==> config.mk <==
export PLATFORM = sky130hd
export DESIGN_NAME = clock_enable_gen
export DESIGN_NICKNAME = d
export VERILOG_FILES = /design/src/clock_enable_gen.sv
export VERILOG_INCLUDE_DIRS = /design/src /design/src/src
export SDC_FILE = /design/constraint.sdc
export NUM_CORES = 1
export LEC_CHECK = 0
export BUFFER_PORTS_ARGS = -buffer_cell sky130_fd_sc_hd__buf_2
export CORE_AREA = 2 2 39 41
export CTS_CLUSTER_DIAMETER = 60
export DETAILED_ROUTE_END_ITERATION = 16
export DIE_AREA = 0 0 41 43
export GPL_TIMING_DRIVEN = 0
export MAX_ROUTING_LAYER = met4
export PLACE_DENSITY = 0.63
export SYNTH_ARGS = -nofsm -noshare
export SYNTH_HDL_FRONTEND = slang
export SYNTH_SLANG_ARGS = --single-unit
==> constraint.sdc <==
create_clock -name clk_32_768 -period 3.3 [get_ports clk_32_768]
set_input_delay 0.165 -clock clk_32_768 [delete_from_list [all_inputs] [get_ports clk_32_768]]
set_output_delay 0.165 -clock clk_32_768 [all_outputs]
set_load 0.01 [all_outputs]
==> src/tama_defs.svh <==
// tama core shared constants
// rom geometry, download slot ids, image write width and cpu clock divider
`ifndef TAMA_DEFS_SVH
`define TAMA_DEFS_SVH

////////////////////
// program rom
// 16 bit words, cpu only sees the low 12 bits
`define TAMA_ROM_DEPTH 8192
`define TAMA_ROM_ADDR_W 13
`define TAMA_ROM_DATA_W 12

////////////////////
// download bus
// byte address as delivered by the host
`define TAMA_LOAD_ADDR_W 21
// image memory write address
`define TAMA_IMAGE_ADDR_W 17

// data slot ids
`define TAMA_SLOT_ROM 0
`define TAMA_SLOT_BACKGROUND 10
`define TAMA_SLOT_SPRITESHEET 11

// divider reload, one cpu tick every count + 1 cycles
`define TAMA_CLOCK_DIV_COUNT 400

`endif

==> src/clock_enable_gen.sv <==
// cpu clock enable generator
// down counter on clk_32_768 giving a 1x tick every count + 1 cycles
// and a 2x tick at the half count and alongside each 1x tick
`timescale 1ns/1ps
`include "tama_defs.svh"

module clock_enable_gen (
  input  logic clk_32_768,
  input  logic rst,
  output logic clk_en,
  output logic clk_2x_en
);

  localparam int CNT_W = $clog2(`TAMA_CLOCK_DIV_COUNT + 1);
  localparam logic [CNT_W-1:0] DIV_RELOAD = CNT_W'(`TAMA_CLOCK_DIV_COUNT);
  localparam logic [CNT_W-1:0] DIV_HALF   = CNT_W'(`TAMA_CLOCK_DIV_COUNT / 2);

  logic [CNT_W-1:0] div_cnt;

  ////////////////////
  // divider
  always_ff @(posedge clk_32_768) begin
    if (rst) begin
      div_cnt   <= DIV_RELOAD;
      clk_en    <= 1'b0;
      clk_2x_en <= 1'b0;
    end else begin
      // single cycle pulses by default
      clk_en    <= 1'b0;
      clk_2x_en <= 1'b0;
      if (div_cnt == '0) begin
        div_cnt   <= DIV_RELOAD;
        clk_en    <= 1'b1;
        clk_2x_en <= 1'b1;
      end else begin
        div_cnt <= div_cnt - 1'b1;
        // midpoint tick for the double rate domain
        if (div_cnt == DIV_HALF) begin
          clk_2x_en <= 1'b1;
        end
      end
    end
  end

  // cpu expects the 2x phase aligned with every 1x tick
  // and the midpoint 2x tick half a period before it
  a_clk_en_has_2x: assert property (
    @(posedge clk_32_768) disable iff (rst)
    clk_en |-> clk_2x_en && $past(clk_2x_en, `TAMA_CLOCK_DIV_COUNT / 2)
  );

endmodule

==> results.md <==
- **status** finished clean
- **pin count of the biggest net entering global routing** 11
- **utilization after layout** 38.0%
- **horizontal extent of the die** 41 um
- **number of setup buffers added after CTS** 0
- **post-synthesis cell type with the largest combined area** dfxtp_1
- **Starting DRT DRC Count** 5
- **netlist area before placement** 463 um^2
- **clk root buf** clkbuf_4
- **area share of the largest cell type after synthesis** 47.6%
- **worst setup path category** flip-flop to flip-flop
- **family with the most delay on the worst path** simple AND/OR/NAND/NOR gates
- **count of state elements after synthesis** 11
- **via total after detailed routing** 366
- **number of warnings reported in the yosys synthesis log** 0
- **worst endpoint data arrival time** 2.10 ns
- **startpoint kind of the worst setup timing path** flip-flop
- **total placed cells including tap cells** 69
- **maximum resistive drop on vdd** 0.000312 V
- **total of buffers placed on input and output ports** 3
- **Routed WL** 740 um
- **first-pass detailed-route iteration total** 4
- **gr usage total** 12.7%
- **data required time of the worst path** 3.44 ns
- **post-route ant nets** 0
- **Die Outline Area** 1760 um^2
- **Final Skew** 0.00338 ns
- **first-pass GRT wire length** 1.39 mm
- **category of the worst setup path capture point** flip-flop
- **hold_ws** 0.118 ns
- **final-report max-slew violation count** 0
- **headroom to the max-slew limit** 57.8%
- **number of endpoints failing setup at the final stage** 0
- **dominant cells by area after synthesis** dfxtp_1, xnor2_1, nor2_1, nand3_1, nor3_1
- **Initial Utilization** 33.5%
- **row cnt** 14
- **n_diodes** 0
- **leading register cell type out of synthesis** dfxtp_1
- **area of the core** 1380 um^2
- **detailed-route DRC error count** 0
- **Final Hold Fails** 0
- **Async SR Flop Fraction** 0%
- **count of instances resized after the clock tree is built** 0
- **RD Place Congestion** 0.622
- **number of antenna violations at the first check in global routing** 0
- **PnR Total Power** 0.000311 W
- **cell with the most instances after synthesis** dfxtp_1
- **Final #Nets** 61
- **wire length per cell** 10.1 um
- **Net Count, Synth** 53
- **ratio of routed vias to standard cells** 5.01
- **clock tree from TritonCTS** built
- **Max-Cap Viols** 0
- **highest clock frequency the design can meet** 510 MHz
- **layout cells sized above 1** 22.8%
- **actual transition at the worst max-transition pin** 0.628 ns
- **total negative slack** 0 ns
- **type of the most critical hold path** input port to flip-flop
- **number of standard cells after synthesis** 50
- **vertical die dimension** 43 um
- **standard cell with the maximum stage delay on the critical path** o31ai_1
- **largest fanout on the critical path** 8
- **count of buffer and inverter cells on the critical path** 2
- **number of enable-type register cells in the synthesized netlist** 0
- **count of unique library cells instantiated by Yosys** 23
- **Max H-tree Level** 1
- **hpwl dp** 521 um
- **Max stage delay on crit path** 0.54 ns
- **number of hold-repair buffers added at the cts stage** 0
- **Top Ports** 4
- **final clock period utilization by the worst path** 59.4%
- **maximum buffer depth of the clock tree** 2
- **residual overflow from global routing** 0
- **static leakage** 0.196 nW
- **clock-pin slew on the worst setup and hold paths** 0.07 ns
- **top cells by count, synth** dfxtp_1, nor2_1
- **cell chain of the critical path** inv_1, ha_1, or4b_1, clkbuf_2, o31ai_1, nor2_1
- **number of buffers created by CTS** 3
- **setup repair after global routing missed its margin** false
- **clk sinks** 11
- **via count of the first global-routing pass** 346
- **mean cell area of the mapped netlist** 9.26 um^2
- **area overhead of the layout relative to synthesis** 13.5%
- **count of non-filler cells in the finished layout** 73
- **shortest clock period the worst path allows after layout** 1.96 ns
- **share of the yosys chip area belonging to registers** 47.6%
- **power per cell area** 593 nW/um^2
- **clock latency on the worst-skew pair** 0.27 ns
-- cell type report --
type / instances / area [um^2]
well taps: 16 / 20.0
plain buffers: 2 / 10.0
clock inverters: 1 / 5.00
fillers: 140 / 858
inverters: 3 / 11.3
clock buffers: 3 / 22.5
flip-flops and latches: 11 / 220
repair buffers: 3 / 15.0
multi-input cells: 34 / 221
-- stage by stage --
step / instance area [um^2] / setup slack [ns]
global route: 526 / 1.19
floorplan: 463 / 1.57
global placement: 498 / 1.33
detailed placement: 498 / 1.33
finish: 526 / 1.34
CTS: 526 / 1.31
-- worst reg2reg max path: stages, from the launching register on --
cell and delay [ns]:
dfxtp_1 0.33, inv_1 0.06, ha_1 0.18, or4b_1 0.43, clkbuf_2 0.17, o31ai_1 0.54, nor2_1 0.11
-- flip-flops by register name, summed over array words and instances, names as in the netlist --
register   count
div_cnt        9
clk_en         1
clk_2x_en      1
-- cell families after synthesis --
| group | count (synthesis) | synth area share [%] |
|---|---|---|
| AO/OA/AOI/OAI | 9 | 13.0 |
| XOR/XNOR | 3 | 5.68 |
| adder cells (fa/ha/maj) | 1 | 2.70 |
| buffers and inverters | 5 | 4.59 |
| flip-flops | 11 | 47.6 |
| AND/OR/NAND/NOR | 21 | 26.5 |
-- path summary, 6_finish.rpt --
kind,start,end,slack [ns],cells past startpoint
worst max-delay path,div_cnt[0],div_cnt[2],1.34,6
worst min-delay path,rst,div_cnt[6],0.12,2
worst max register to register,div_cnt[0],div_cnt[2],1.34,6
worst min register to register,div_cnt[0],div_cnt[0],0.46,1
-- power by group --
part | internal [W] | switching (W) | total [W]
clock network | 0.0000449 | 0.0000453 | 0.0000902
registers | 0.000149 | 0.0000129 | 0.000162
logic | 0.0000299 | 0.0000296 | 0.0000595
total | 0.000224 | 0.0000878 | 0.000311
-- cell usage in the layout, fill, tap and decap left out, drive strengths merged --
cell	count
or4b	2
a2111oi	1
xnor2	3
buf	4
o31ai	1
ha	1
clkinv	1
or4	2
o221a	1
inv	3
clkbuf	4
o21a	1
nor2	6
o21ai	3
nor3b	1
dfxtp	11
a21oi	2
nor3	3
nand3	3
or3	3
nor4	1
-- metal layers --
metal  share of wire (%)  vias to the layer above  track usage [%]
met1                  49                      161             14.6
li1                    -                      195                -
met2                  43                        8             15.0
met5                   0                        -                -
met3                 6.8                        2             9.42
met4                 1.4                        0             8.00
No activity file was read; power rests on OpenSTA's default activity.
