--- src/tama_defs.svh ---
// tama core shared constants
// rom geometry, download slot ids, image write width and cpu clock divider
`ifndef TAMA_DEFS_SVH
`define TAMA_DEFS_SVH

////////////////////
// program rom
// 16 bit words, cpu only sees the low 12 bits
`define TAMA_ROM_DEPTH 8192
`define TAMA_ROM_ADDR_W 13
`define TAMA_ROM_DATA_W 12

////////////////////
// download bus
// byte address as delivered by the host
`define TAMA_LOAD_ADDR_W 21
// image memory write address
`define TAMA_IMAGE_ADDR_W 17

// data slot ids
`define TAMA_SLOT_ROM 0
`define TAMA_SLOT_BACKGROUND 10
`define TAMA_SLOT_SPRITESHEET 11

// divider reload, one cpu tick every count + 1 cycles
`define TAMA_CLOCK_DIV_COUNT 400

`endif

--- src/tama_load_pkg.sv ---
// download side types
// raw host load write and its decoded, slot classified form
`include "tama_defs.svh"

package tama_load_pkg;

  ////////////////////
  // raw load write, one word per strobe
  typedef struct packed {
    logic                         wr;
    logic [`TAMA_LOAD_ADDR_W-1:0] addr;
    logic [15:0]                  data;
    logic [15:0]                  slot_id;
  } load_write_t;

  // where a download word ends up
  typedef enum logic [1:0] {
    target_none,
    target_rom,
    target_background,
    target_spritesheet
  } download_target_e;

  ////////////////////
  // registered load write after slot decode
  // both data orders carried so consumers just pick one
  typedef struct packed {
    logic                         valid;
    download_target_e             target;
    logic [`TAMA_LOAD_ADDR_W-1:0] addr;
    logic [15:0]                  data_raw;
    logic [15:0]                  data_swapped;
  } decoded_write_t;

endpackage

--- src/tama_mem_pkg.sv ---
// memory side types
// image write port toward video memory, rom word, splitter states
`include "tama_defs.svh"

package tama_mem_pkg;

  ////////////////////
  // image write port
  // one strobe per target memory, shared addr and data
  typedef struct packed {
    logic                          background_we;
    logic                          spritesheet_we;
    logic [`TAMA_IMAGE_ADDR_W-1:0] addr;
    logic [15:0]                   data;
  } image_write_t;

  // program rom storage word
  // upper nibble is stored but never read by the cpu
  typedef logic [15:0] rom_word_t;

  ////////////////////
  // spritesheet splitter states
  // high byte goes out one cycle after the full word
  typedef enum logic {
    split_idle,
    split_high_byte
  } split_state_e;

endpackage

// typical spritesheet sequence, per load word:
//   cycle 0  word at byte address
//   cycle 1  high byte at byte address + 1

--- src/image_write_split.sv ---
// image write splitter
// background words pass straight to the background write port,
// spritesheet words go out as the full word then its high byte alone
`timescale 1ns/1ps
`include "tama_defs.svh"

module image_write_split
  import tama_load_pkg::*;
  import tama_mem_pkg::*;
(
  input  logic           clk_32_768,
  input  logic           rst,
  input  decoded_write_t dec,
  output image_write_t   image_wr
);

  split_state_e state;
  logic         bg_we_q;
  logic         sp_we_q;
  logic [`TAMA_IMAGE_ADDR_W-1:0] addr_q;
  logic [15:0]  data_q;
  logic         bg_hit;
  logic         sp_hit;

  assign bg_hit = dec.valid && (dec.target == target_background);
  assign sp_hit = dec.valid && (dec.target == target_spritesheet);

  ////////////////////
  // control, strobes and state
  always_ff @(posedge clk_32_768) begin
    if (rst) begin
      state   <= split_idle;
      bg_we_q <= 1'b0;
      sp_we_q <= 1'b0;
    end else begin
      bg_we_q <= 1'b0;
      sp_we_q <= 1'b0;
      case (state)
        split_idle: begin
          bg_we_q <= bg_hit;
          sp_we_q <= sp_hit;
          if (sp_hit) begin
            state <= split_high_byte;
          end
        end
        split_high_byte: begin
          // second spritesheet write, always taken
          sp_we_q <= 1'b1;
          state   <= split_idle;
        end
        default: state <= split_idle;
      endcase
    end
  end

  // addr and data, no reset
  always_ff @(posedge clk_32_768) begin
    if (state == split_high_byte) begin
      // next byte address, high byte still sits in data_q
      addr_q <= addr_q + 1'b1;
      data_q <= {8'h00, data_q[15:8]};
    end else if (sp_hit) begin
      // spritesheet is byte addressed, word kept unswapped
      addr_q <= dec.addr[`TAMA_IMAGE_ADDR_W-1:0];
      data_q <= dec.data_raw;
    end else if (bg_hit) begin
      // background is word addressed
      addr_q <= dec.addr[`TAMA_IMAGE_ADDR_W:1];
      data_q <= dec.data_swapped;
    end
  end

  assign image_wr = '{background_we: bg_we_q, spritesheet_we: sp_we_q,
                      addr: addr_q, data: data_q};

  // load writes must be two cycles apart, else the high byte slot collides
  a_no_write_during_high_byte: assert property (
    @(posedge clk_32_768) disable iff (rst)
    (state == split_high_byte) |-> !(bg_hit || sp_hit)
  );

endmodule

--- config.mk ---
export PLATFORM = sky130hd
export DESIGN_NAME = image_write_split
export DESIGN_NICKNAME = d
export VERILOG_FILES = /design/src/tama_load_pkg.sv /design/src/tama_mem_pkg.sv /design/src/image_write_split.sv
export VERILOG_INCLUDE_DIRS = /design/src /design/src/src
export SDC_FILE = /design/constraint.sdc
export NUM_CORES = 1
export LEC_CHECK = 0
export ABC_AREA = 0
export BUFFER_PORTS_ARGS = -buffer_cell sky130_fd_sc_hd__buf_2
export CAP_MARGIN = 20
export CORE_ASPECT_RATIO = 0.6
export CORE_MARGIN = 4
export CORE_UTILIZATION = 30
export DETAILED_ROUTE_END_ITERATION = 10
export PLACE_DENSITY = 0.56
export SYNTH_ARGS = -nofsm -noshare
export SYNTH_HDL_FRONTEND = slang
export SYNTH_SLANG_ARGS = --single-unit
--- constraint.sdc ---
create_clock -name clk_32_768 -period 1.9 [get_ports clk_32_768]
set_clock_uncertainty 0.2 [all_clocks]
set_input_delay 0.475 -clock clk_32_768 [delete_from_list [all_inputs] [get_ports clk_32_768]]
set_output_delay 0.475 -clock clk_32_768 [all_outputs]
set_load 0.02 [all_outputs]
==> results by stage <==
Worst setup path:
- On the critical path, the stage with the largest delay is an instance of edfxtp_1.
- The setup slack of the worst register-to-register path is 120 ps.
- The setup path with the least slack is of type flop to flop.
- The element type at the critical path end is a flop.
- The number of buffers and inverters on the critical path is 1.
- The largest single stage delay on the critical path is 350 ps.
- The type of origin of the critical path is a flop.
- The critical path goes through ha_1, nand3_1, buf_4, nor4_2, xnor2_1, a21oi_1.
- The worst register-to-register path begins at addr_q[1].
- For the worst setup path, the data required time is 1710 ps.
- The data arrival time of the critical path is 1590 ps.
- Of all nets on the critical path, the largest fanout is 3.
- The reg-to-reg critical path endpoint is addr_q[12].
- Measured in cells, the most critical reg-to-reg path has a length of 6.
- On the critical path the largest part of the delay comes from flip-flops.

STA:
- Setup repair after global routing left no endpoint under its margin.
- The worst path in the final design needs a cycle of 1780 ps, including I/O delays and setup.
- After layout, the worst path uses 93.8% of the clock period.
- Timing would allow up to 561 MHz.
- The worst setup slack after layout is 118 ps.
- The final hold violation count is 0.
- The number of max-slew violations in the final report came to 0.
- Setup violations remaining at the end of the flow were counted as 0.
- For the pin with the worst max-slew slack, the measured transition is 388 ps.
- The worst slew margin relative to its limit is 74.1%.

Detailed routing:
- The count of nets left with antenna violations once routing finished came out at 0.
- For this block, the routed nets add up to 5680 um of wire.
- The first TritonRoute pass finished after 4 iterations.
- The total via count after detailed routing is 1,887.
- The first routing iteration left 85 violations.
- After detailed routing, the number of remaining DRC violations is 0.
- The wire length per cell after detailed routing is 14.6 um.
- The ratio of routed vias to standard cells is 4.84.

Power and ir drop:
- Power spread over the standard cell area amounts to 781 nW/um2.
- The share of power burned in registers is 43.6%.
- The share of total power consumed by net switching is 26.7%.
- The net switching power is 0.596 mW.
- The combinational cell fraction of total power is 19.6%.
- Internal power comes to 1.63 mW.
- Across the VDD grid, the largest voltage drop is 0.000316 V.
- In this run, the clock network consumes 36.8% of the power.
- For this design the static power due to leakage is 1.27 nW.

Placed design:
- At the end of routability-driven placement, the weighted congestion stood at 0.821.
- After detailed placement, the design holds a cell count of 382.
- Buffers placed on the I/O ports in this run total 89.
- The setup slack at placement is -137 ps.
- The detailed placement HPWL is 4460 um.

Clocking:
- The H-tree depth is 2.
- The clock-pin slew reported for the worst setup and hold paths after clock tree synthesis is 60 ps.
- The CTS sink count is 36.
- The number of gates resized after cts is 0.
- Clock latency on the worst-skew pair, taken at its later pin, is 270 ps.
- TritonCTS built the clock tree.
- The count of buffers added by post-CTS timing repair for setup is 0.
- The clock root buffer is clkbuf_16.
- Counting along the longest clock path gives a buffer depth of 2.
- After clock tree synthesis, the flow added hold-fix buffers numbering 0.
- The total clock buffers created by CTS is 5.

Die:
- The core area is 6680 um2.
- The overall die width is 115 um.
- In this run the count of I/O pins placed on the die edge is 93.
- The die height is 72.2 um.
- After floorplanning, the core was divided into 23 placement rows.
- The starting density of the core is 30.9%.
- The die covers 8300 um2.

Worst hold path:
- In this run the most critical hold path is launched from rst.
- Along the worst hold path, the cell count comes to 2.
- The classification of the worst-slack hold path is input port to flop.
- The end point of the worst hold path is state.

Logic synthesis:
- The synthesized design contains 36 register bits.
- The Yosys step of the flow raised 0 warnings.
- The synthesized netlist occupies a cell area of 2060 um2.
- The synthesized netlist contains 29 unique library cells.
- Synthesis produced a netlist whose cell count is 204.
- The net count after synthesis is 263.
- Sequential elements use 47.1% of the synthesized area.
- The average footprint of a synthesized cell is 10.1 um2.

Finish:
- Excluding fillers, the count of instances in the completed layout stands at 390.
- The net count of the finished layout is 361.
- The signed area change from the synthesized netlist to the final layout is 38.6%.
- The register cell area after layout is 972 um2.
- The number of antenna diodes in the final layout is 0.
- The area of the multi-input gates is 996 um2.
- The share of final-layout standard cells stronger than drive strength 1 is 40.9%.
- The number of inserted filler cells in the final layout is 682.

Job:
- The max capacitance violation total is 0.

Global route:
- The number of antenna violations at the first check in global routing is 0.
- The global-route wire length before repair is 9210 um.
- The total overflow left after global routing is 0.
- Global routing used 14.3% of the available tracks across all layers.
- The via count of the first global-routing pass is 1,862.
- The maximum number of pins on one net before global-route repair is 38.

Run status:
- The flow ran to the end, and the final reports show no timing, DRC or antenna violations.
power by group through the flow:
stage / clock, mW / sequential (mW) / combinational [mW]
final: 0.821 / 0.973 / 0.436
after global placement: 0 / 0.987 / 0.435
after floorplan: 0 / 1.06 / 0.174
after detailed placement: 0 / 0.988 / 0.442
after CTS: 0.843 / 0.973 / 0.443
after global routing: 0.886 / 0.981 / 0.482
flip-flops by register name, summed over array words and instances, names as in the netlist:
name / flops
addr_q: 17
data_q: 16
bg_we_q: 1
state: 1
sp_we_q: 1
routing by layer:
layer	up-vias	share of wire, %	track usage [%]
li1	957	-	-
met1	861	47	19.5
met2	63	42	20.9
met3	6	10	6.17
met4	0	0.74	3.52
met5	-	0	0
worst max path at each step:
| stage | start | to | slack [ps] | cells after the start |
|---|---|---|---|---|
| floorplan | dec[55] | addr_q[0] | 5 | 5 |
| global placement | dec[55] | addr_q[13] | -120 | 6 |
| detailed placement | dec[55] | addr_q[13] | -140 | 6 |
| CTS | addr_q[1] | addr_q[12] | 120 | 6 |
| global route | addr_q[0] | addr_q[14] | 1 | 6 |
| finish | addr_q[1] | addr_q[12] | 120 | 6 |
Yosys cell counts (all sizes together):
library cell  count  area share, %
a211oi           21            7.7
a21oi            14            3.4
and2              1           0.30
and3             14            4.3
buf               7            2.1
clkbuf           11            2.1
dfxtp            11             11
edfxtp           25             36
ha                1           0.61
inv               3           0.55
mux2i            20            9.7
nand2            16            3.3
nand3             6            1.7
nand4             5            1.8
nor2             11            2.0
nor3              4           0.97
nor4              5            2.4
nor4b             1           0.43
o21ai            12            2.9
or2               1           0.30
xnor2            13            5.5
xor2              2           0.85
cell families after synthesis:
| logic type | synth area share, % |
|---|---|
| AOI/OAI and AO/OA | 14.0 |
| xor gates and xnor gates | 6.38 |
| adders and majority gates | 0.607 |
| buffers and inverters | 4.68 |
| DFF | 47.1 |
| muxes | 9.71 |
| and+or+nand+nor | 17.5 |
metrics by stage:
stage	hold WS [ps]	TNS (ps)	total power, mW	cell area [um2]	util, %
final	186	0	2.23	2860	42.8
after global routing	196	0	2.35	2860	42.8
after CTS	178	0	2.26	2860	42.8
after detailed placement	313	-269	1.43	2710	40.6
after global placement	301	-213	1.42	2710	40.6
after floorplan	344	0	1.23	2070	-
final cells by class:
cell class | instances | share of cell area, %
inverter | 3 | 0.394
tap | 87 | 3.81
clock buffer | 8 | 5.13
sequential | 36 | 34.0
multi-input combinational | 147 | 34.9
timing repair buffer | 109 | 21.7
placed cells by master, fill, tap and decap left out, types with 3 or more instances in the layout:
cell type	Yosys	routed
mux2i_1	20	20
dfxtp_1	11	10
nand4_1	4	4
nand2_1	15	15
nor4_2	3	3
nor2_1	11	11
buf_2	4	89
inv_1	3	3
buf_4	3	18
and3_1	13	13
xnor2_1	13	13
nand3_1	5	5
edfxtp_1	25	25
a21oi_1	14	14
clkbuf_16	0	5
a211oi_1	21	21
o21ai_0	12	12
nor3_1	4	4
No activity file was read; power rests on OpenSTA's default activity.
