[config.mk]
export PLATFORM = sky130hd
export DESIGN_NAME = download_decode
export DESIGN_NICKNAME = d
export VERILOG_FILES = /design/src/tama_load_pkg.sv /design/src/download_decode.sv
export VERILOG_INCLUDE_DIRS = /design/src /design/src/src
export SDC_FILE = /design/constraint.sdc
export NUM_CORES = 1
export LEC_CHECK = 0
export ABC_AREA = 1
export ABC_CLOCK_PERIOD_IN_PS = 800
export BUFFER_PORTS_ARGS = -buffer_cell sky130_fd_sc_hd__buf_4
export CELL_PAD_IN_SITES_DETAIL_PLACEMENT = 1
export CELL_PAD_IN_SITES_GLOBAL_PLACEMENT = 2
export CORE_MARGIN = 2
export CORE_UTILIZATION = 23
export DETAILED_ROUTE_END_ITERATION = 10
export PLACE_DENSITY = 0.81
export SLEW_MARGIN = 20
export SYNTH_ARGS = -nofsm -noshare
export SYNTH_HDL_FRONTEND = slang
export SYNTH_SLANG_ARGS = --single-unit
[constraint.sdc]
create_clock -name clk_32_768 -period 0.8 [get_ports clk_32_768]
set_input_delay 0.12 -clock clk_32_768 [delete_from_list [all_inputs] [get_ports clk_32_768]]
set_output_delay 0.12 -clock clk_32_768 [all_outputs]
set_load 0.02 [all_outputs]
[src/tama_defs.svh]
// tama core shared constants
// rom geometry, download slot ids, image write width and cpu clock divider
`ifndef TAMA_DEFS_SVH
`define TAMA_DEFS_SVH

////////////////////
// program rom
// 16 bit words, cpu only sees the low 12 bits
`define TAMA_ROM_DEPTH 8192
`define TAMA_ROM_ADDR_W 13
`define TAMA_ROM_DATA_W 12

////////////////////
// download bus
// byte address as delivered by the host
`define TAMA_LOAD_ADDR_W 21
// image memory write address
`define TAMA_IMAGE_ADDR_W 17

// data slot ids
`define TAMA_SLOT_ROM 0
`define TAMA_SLOT_BACKGROUND 10
`define TAMA_SLOT_SPRITESHEET 11

// divider reload, one cpu tick every count + 1 cycles
`define TAMA_CLOCK_DIV_COUNT 400

`endif

[src/tama_load_pkg.sv]
// download side types
// raw host load write and its decoded, slot classified form
`include "tama_defs.svh"

package tama_load_pkg;

  ////////////////////
  // raw load write, one word per strobe
  typedef struct packed {
    logic                         wr;
    logic [`TAMA_LOAD_ADDR_W-1:0] addr;
    logic [15:0]                  data;
    logic [15:0]                  slot_id;
  } load_write_t;

  // where a download word ends up
  typedef enum logic [1:0] {
    target_none,
    target_rom,
    target_background,
    target_spritesheet
  } download_target_e;

  ////////////////////
  // registered load write after slot decode
  // both data orders carried so consumers just pick one
  typedef struct packed {
    logic                         valid;
    download_target_e             target;
    logic [`TAMA_LOAD_ADDR_W-1:0] addr;
    logic [15:0]                  data_raw;
    logic [15:0]                  data_swapped;
  } decoded_write_t;

endpackage

[src/download_decode.sv]
// download decode
// registers each host load write, sorts it by data slot id
// and prepares the byte-swapped word for rom and background targets
`timescale 1ns/1ps
`include "tama_defs.svh"

module download_decode
  import tama_load_pkg::*;
(
  input  logic           clk_32_768,
  input  logic           rst,
  input  load_write_t    load,
  output decoded_write_t dec
);

  // slot ids sized to the bus field
  localparam logic [15:0] SLOT_ROM         = 16'(`TAMA_SLOT_ROM);
  localparam logic [15:0] SLOT_BACKGROUND  = 16'(`TAMA_SLOT_BACKGROUND);
  localparam logic [15:0] SLOT_SPRITESHEET = 16'(`TAMA_SLOT_SPRITESHEET);

  download_target_e target_next;
  logic             valid_q;
  download_target_e target_q;
  logic [`TAMA_LOAD_ADDR_W-1:0] addr_q;
  logic [15:0]      data_raw_q;
  logic [15:0]      data_swapped_q;

  ////////////////////
  // slot classify
  always_comb begin
    if (load.slot_id == SLOT_ROM) begin
      target_next = target_rom;
    end else if (load.slot_id == SLOT_BACKGROUND) begin
      target_next = target_background;
    end else if (load.slot_id == SLOT_SPRITESHEET) begin
      target_next = target_spritesheet;
    end else begin
      // unknown slot, still flagged valid downstream
      target_next = target_none;
    end
  end

  // strobe only
  always_ff @(posedge clk_32_768) begin
    if (rst) begin
      valid_q <= 1'b0;
    end else begin
      valid_q <= load.wr;
    end
  end

  // payload, captured on every strobe
  always_ff @(posedge clk_32_768) begin
    if (load.wr) begin
      target_q       <= target_next;
      addr_q         <= load.addr;
      data_raw_q     <= load.data;
      // host sends big endian words
      data_swapped_q <= {load.data[7:0], load.data[15:8]};
    end
  end

  assign dec = '{valid: valid_q, target: target_q, addr: addr_q,
                 data_raw: data_raw_q, data_swapped: data_swapped_q};

endmodule

==> results of run 1 <==
[registers in the layout, summed over array words and instances (netlist names)]
signal,cells
addr_q,21
data_raw_q,15
data_swapped_q,1
target_q,2
valid_q,1
[power by group through the flow]
stage / logic (uW) / registers, uW / clock network, uW
detailed placement: 939 / 2590 / 0
global route: 1250 / 2600 / 1430
CTS: 1150 / 2570 / 1330
finish: 1190 / 2580 / 1250
global placement: 927 / 2570 / 0
floorplan: 200 / 2790 / 0
[timing repair]
action | in CTS | in global routing
gates resized for setup | 45 | 8
hold endpoints to repair | 28 | 8
buffers inserted | 0 | 0
hold buffers | 28 | 8
setup endpoints to repair | 56 | 56
[stage by stage]
| stage | power, uW | setup TNS [ns] |
|---|---|---|
| floorplan | 2990 | 0 |
| global placement | 3500 | -0.0146 |
| detailed placement | 3520 | -0.0249 |
| CTS | 5050 | -9.84 |
| global route | 5280 | -11.49 |
| finish | 5020 | -9.05 |
[cells in the mapped netlist, drive strengths merged]
| library cell | instances | share of area [%] |
|---|---|---|
| dfxtp | 1 | 1.4 |
| nor2 | 14 | 3.8 |
| nand2 | 9 | 2.4 |
| inv | 3 | 0.79 |
| buf | 17 | 8.9 |
| nand3 | 1 | 0.35 |
| nor2b | 1 | 0.61 |
| edfxtp | 39 | 82 |
[metal layers]
metal	up-vias	routed length, um	track usage [%]
met1	515	1430	12.4
met5	-	0	0
met3	8	340	4.67
met4	0	107	6.41
li1	555	-	-
met2	81	2090	20.4
[area by class of cell]
| type | instances | area share (%) |
|---|---|---|
| repair buffers | 150 | 49.4 |
| flip-flops and latches | 40 | 40.7 |
| multi-input cells | 25 | 3.50 |
| well taps | 75 | 3.20 |
| clock buffers | 7 | 2.60 |
| inverters | 3 | 0.384 |
| clock inverters | 1 | 0.171 |
[final timing paths]
path,from,end,slack [ns],cells past startpoint
setup / recovery,data_raw_q[13],dec[29],-0.21,1
hold / removal,load[47],addr_q[15],0.02,1
[cell usage in the layout, fill, tap and decap left out, drive strengths merged]
cell,count
buf,114
inv,3
nand3,1
dlygate4sd3,36
edfxtp,39
dfxtp,1
nor2,14
clkinv,1
nor2b,1
nand2,9
clkbuf,7
[logic make-up after synthesis]
group         count (synthesis)
buf+inv                      20
flops                        40
simple gates                 25
==> results_dict.tcl, run 1 <==
set metrics [dict create \
    post_drt_wl_per_cell_um 13.2 \
    p_switching_uw 1220 \
    firstDrtPassIters 2 \
    violations "negative setup slack" \
    grt_pass1_vias 1197 \
    ir_drop_v 0.000814 \
    pre_cts_ws_ns -0.0249 \
    fill_cells 610 \
    hold_class "input pin to register" \
    clkPwrFrac_pct 24.9 \
    critPathBufInv 1 \
    chipHeight_um 82.9 \
    drive_above_1_share_pct 54.4 \
    p_leak_uw 0.00126 \
    dp_hpwl_mm 2.86 \
    placed_cell_area_um2 2290 \
    synth_compound_area_share_pct 0 \
    fp.coreArea_um2 5960 \
    sw_frac_of_total_pct 24.4 \
    ant_nets 0 \
    numCtsBuffers 5 \
    grt_max_degree 17 \
    cts.path.max_buffers 2 \
    routed_wl_mm 3.96 \
    crit_type "register to output pin" \
    relSlewSlack_pct 90.0 \
    grt_setup_unrepaired "true" \
    path_cells "buf_6" \
    layoutNonFillerInstCount 301 \
    cp_data_required_time_ns 0.68 \
    areaGrowthSynthToFinish_pct 105 \
    worst_pin_slew_ns 0.149 \
    multi_input_area_um2 103 \
    synth_top_family_by_area "buffers and inverters" \
    ys_seq_area_share_pct 83.1 \
    avgSynthCellArea_um2 16.9 \
    ys_warn_count 0 \
    cts_root_buffer "clkbuf_8" \
    place_congestion 0.699 \
    core.rowCount 28 \
    vias 1159 \
    ys_ff_latch 40 \
    diodes 0 \
    cts.reportedPaths.clkPinSlew_ns 0.07 \
    grt_pass1_wl_mm 6.24 \
    dieArea_um2 6880 \
    overflow 0 \
    drt-initial-drc-count 18 \
    p_int_uw 3790 \
    fin_util_pct 49.2 \
    final_nets 281 \
    die_w_um 82.9 \
    cts_tree "yes" \
    grt_util_all_layers_pct 11.9 \
    synth-simple-area-share_pct 7.16 \
    syn_nets 141 \
    cts_sinks 40 \
    synth_cells 85 \
    final_area_um2 2930 \
    timing.fmax_mhz 988 \
    start_kind "register" \
    setup_violations 56 \
    crit_slowest_cell "edfxtp_1" \
    antenna_found_initial 0 \
    cp-end-kind "output pin" \
    critPathTopFamily "flip-flops" \
    port_buffers 111 \
    status "finished, violations left" \
    max_cap_violations 0 \
    htree_levels 2 \
    viasPerCell 3.85 \
    period_share_pct 127 \
    combPwrFrac_pct 23.7 \
    pwr-share-seq_pct 51.4 \
    io_pins 112 \
    cp_data_arrival_time_ns 0.89 \
    period_minus_slack_ns 1.01 \
    timing.hold.ws_ns 0.0171 \
    maxSlewViolCount 0 \
    dp_cells 257 \
    seq_area_um2 1190 \
    synth_xor_xnor_area_share_pct 0 \
    start_util_pct 24.1 \
    p_per_area_nw_per_um2 1710 \
    synth_mux_area_share_pct 0 \
    critical_path.max_stage_delay_ns 0.44 \
    cp_max_fo 2 \
    drc 0 \
    setup_ws_ns -0.212 \
    synth_area_um2 1430 \
    hold_violations 0 \
    synthAdderAreaFrac_pct 0 \
    yosysUniqueCellTypes 9 \
]
Note: power is estimated with default switching activity, not from simulation.
==> run 2, diff against run 1 <==
--- a/config.mk
+++ b/config.mk
@@ -9,10 +9,12 @@
 export ABC_AREA = 1
 export ABC_CLOCK_PERIOD_IN_PS = 800
 export BUFFER_PORTS_ARGS = -buffer_cell sky130_fd_sc_hd__buf_4
+export CAP_MARGIN = 10
 export CELL_PAD_IN_SITES_DETAIL_PLACEMENT = 1
 export CELL_PAD_IN_SITES_GLOBAL_PLACEMENT = 2
 export CORE_MARGIN = 2
 export CORE_UTILIZATION = 23
+export CTS_BUF_LIST = sky130_fd_sc_hd__clkbuf_16
 export DETAILED_ROUTE_END_ITERATION = 10
 export PLACE_DENSITY = 0.81
 export SLEW_MARGIN = 20
==> run 2 against run 1 <==
Effect of this change:
- the flow still finishes with violations (negative setup slack)
- first-iteration DRC count down 44%
- critical path depth unchanged
- hold slack about the same
- total power up 8.8%
- sequential cell count unchanged
- final cell count down 12%
- maximum frequency up 3.5%
- clock power up 47%
- sequential share of layout area up 4.7 points
- combinational power down 13%
==> results_dict.tcl, run 2 (synthesis gave the netlist of run 1 again) <==
set metrics [dict create \
    final_nets 246 \
    maxSlewViolCount 0 \
    period_minus_slack_ns 0.978 \
    dp_hpwl_mm 2.86 \
    status "finished, violations left" \
    grt_pass1_vias 1081 \
    mostFrequentLayoutCells "buf_4, buf_6, edfxtp_1" \
    htree_levels 2 \
    fill_cells 610 \
    start_util_pct 24.1 \
    chipHeight_um 82.9 \
    start_kind "register" \
    diodes 0 \
    relSlewSlack_pct 91.1 \
    numCtsBuffers 5 \
    largest_register_ff_count 21 \
    regMostFlops "addr_q" \
    final_common_cell "buf_4" \
    pwr-share-seq_pct 47.2 \
    viasPerCell 3.85 \
    cts_tree "yes" \
    grt_max_degree 17 \
    cp_data_required_time_ns 0.68 \
    timing.fmax_mhz 1020 \
    cts_sinks 40 \
    dr_wl_met3_um 334 \
    fp.coreArea_um2 5960 \
    critPathTopFamily "flip-flops" \
    dieArea_um2 6880 \
    drt-initial-drc-count 10 \
    port_buffers 111 \
    hold_violations 0 \
    cts.path.max_buffers 2 \
    grt_setup_unrepaired "true" \
    final_area_um2 2630 \
    path_cells "buf_6" \
    grt_pass1_wl_mm 5.66 \
    routed_wl_mm 3.50 \
    grt_util_all_layers_pct 10.9 \
    max_cap_violations 0 \
    areaGrowthSynthToFinish_pct 83.5 \
    p_int_uw 4190 \
    p_leak_uw 0.00115 \
    timing.hold.ws_ns 0.0172 \
    reg_top3 "addr_q (21), data_raw_q (15), target_q (2)" \
    violations "negative setup slack" \
    period_share_pct 122 \
    cts.reportedPaths.clkPinSlew_ns 0.05 \
    drc 0 \
    ant_nets 0 \
    place_congestion 0.699 \
    combPwrFrac_pct 19.1 \
    setup_ws_ns -0.178 \
    core.rowCount 28 \
    firstDrtPassIters 2 \
    ir_drop_v 0.00106 \
    critPathBufInv 1 \
    overflow 0 \
    placed_cell_area_um2 2290 \
    vias 1024 \
    post_drt_wl_per_cell_um 13.1 \
    worst_pin_slew_ns 0.133 \
    cp-end-kind "output pin" \
    antenna_found_initial 0 \
    p_per_area_nw_per_um2 2080 \
    critical_path.max_stage_delay_ns 0.42 \
    hold_class "input pin to register" \
    wl_met1_mm 1.33 \
    fin_setup_tns_ns -8.09 \
    cts_root_buffer "clkbuf_16" \
    drive_above_1_share_pct 64.4 \
    sw_frac_of_total_pct 23.2 \
    setup_violations 56 \
    top_layer "met4" \
    die_w_um 82.9 \
    p_switching_uw 1270 \
    crit_type "register to output pin" \
    wl_met2_mm 1.75 \
    crit_slowest_cell "edfxtp_1" \
    cp_data_arrival_time_ns 0.86 \
    clkPwrFrac_pct 33.7 \
    cp_max_fo 2 \
    io_pins 112 \
]
run 2: routing by layer:
metal  GRT usage [%]  up-vias
met5               0        -
met3            4.08        7
met1            11.8      454
li1                -      485
met4            5.81        0
met2            18.5       78
run 2: what timing repair did:
item,4_1_cts,5_1_grt
endpoints found under the hold margin,1,0
resized for setup,49,2
hold buffers,1,0
setup buffers,0,0
endpoints found under the setup margin,56,56
run 2: path summary, 6_finish.rpt:
check	depth (start not counted)	start	to	slack, ns
worst min-delay path	1	load[34]	addr_q[2]	0.02
worst max-delay path	1	data_raw_q[2]	dec[10]	-0.18
run 2: layout make-up:
cell class | count | area (um2) | share of cell area (%)
Tap cell | 75 | 93.8 | 3.57
Clock inverter | 3 | 12.5 | 0.476
Clock buffer | 5 | 125 | 4.76
Timing Repair Buffer | 115 | 1090 | 41.5
Inverter | 3 | 11.3 | 0.428
Sequential cell | 40 | 1190 | 45.4
Multi-Input combinational cell | 25 | 103 | 3.90
run 2: per-stage QoR:
stage / power, uW / utilization (%) / cells / setup WS, ns
2_1_floorplan: 2990 / - / 85 / 0.0127
3_3_place_gp: 3500 / 38.5 / 257 / -0.0146
3_5_place_dp: 3520 / 38.5 / 257 / -0.0249
4_1_cts: 5540 / 44.0 / 266 / -0.192
5_1_grt: 5680 / 44.1 / 266 / -0.214
6_report: 5460 / 44.1 / 266 / -0.178
run 2: power groups by stage:
| stage | sequential [uW] | combinational, uW | clock (uW) |
|---|---|---|---|
| 2_1_floorplan | 2790 | 200 | 0 |
| 3_3_place_gp | 2570 | 927 | 0 |
| 3_5_place_dp | 2590 | 939 | 0 |
| 4_1_cts | 2580 | 1050 | 1900 |
| 5_1_grt | 2600 | 1090 | 1990 |
| 6_report | 2580 | 1040 | 1840 |
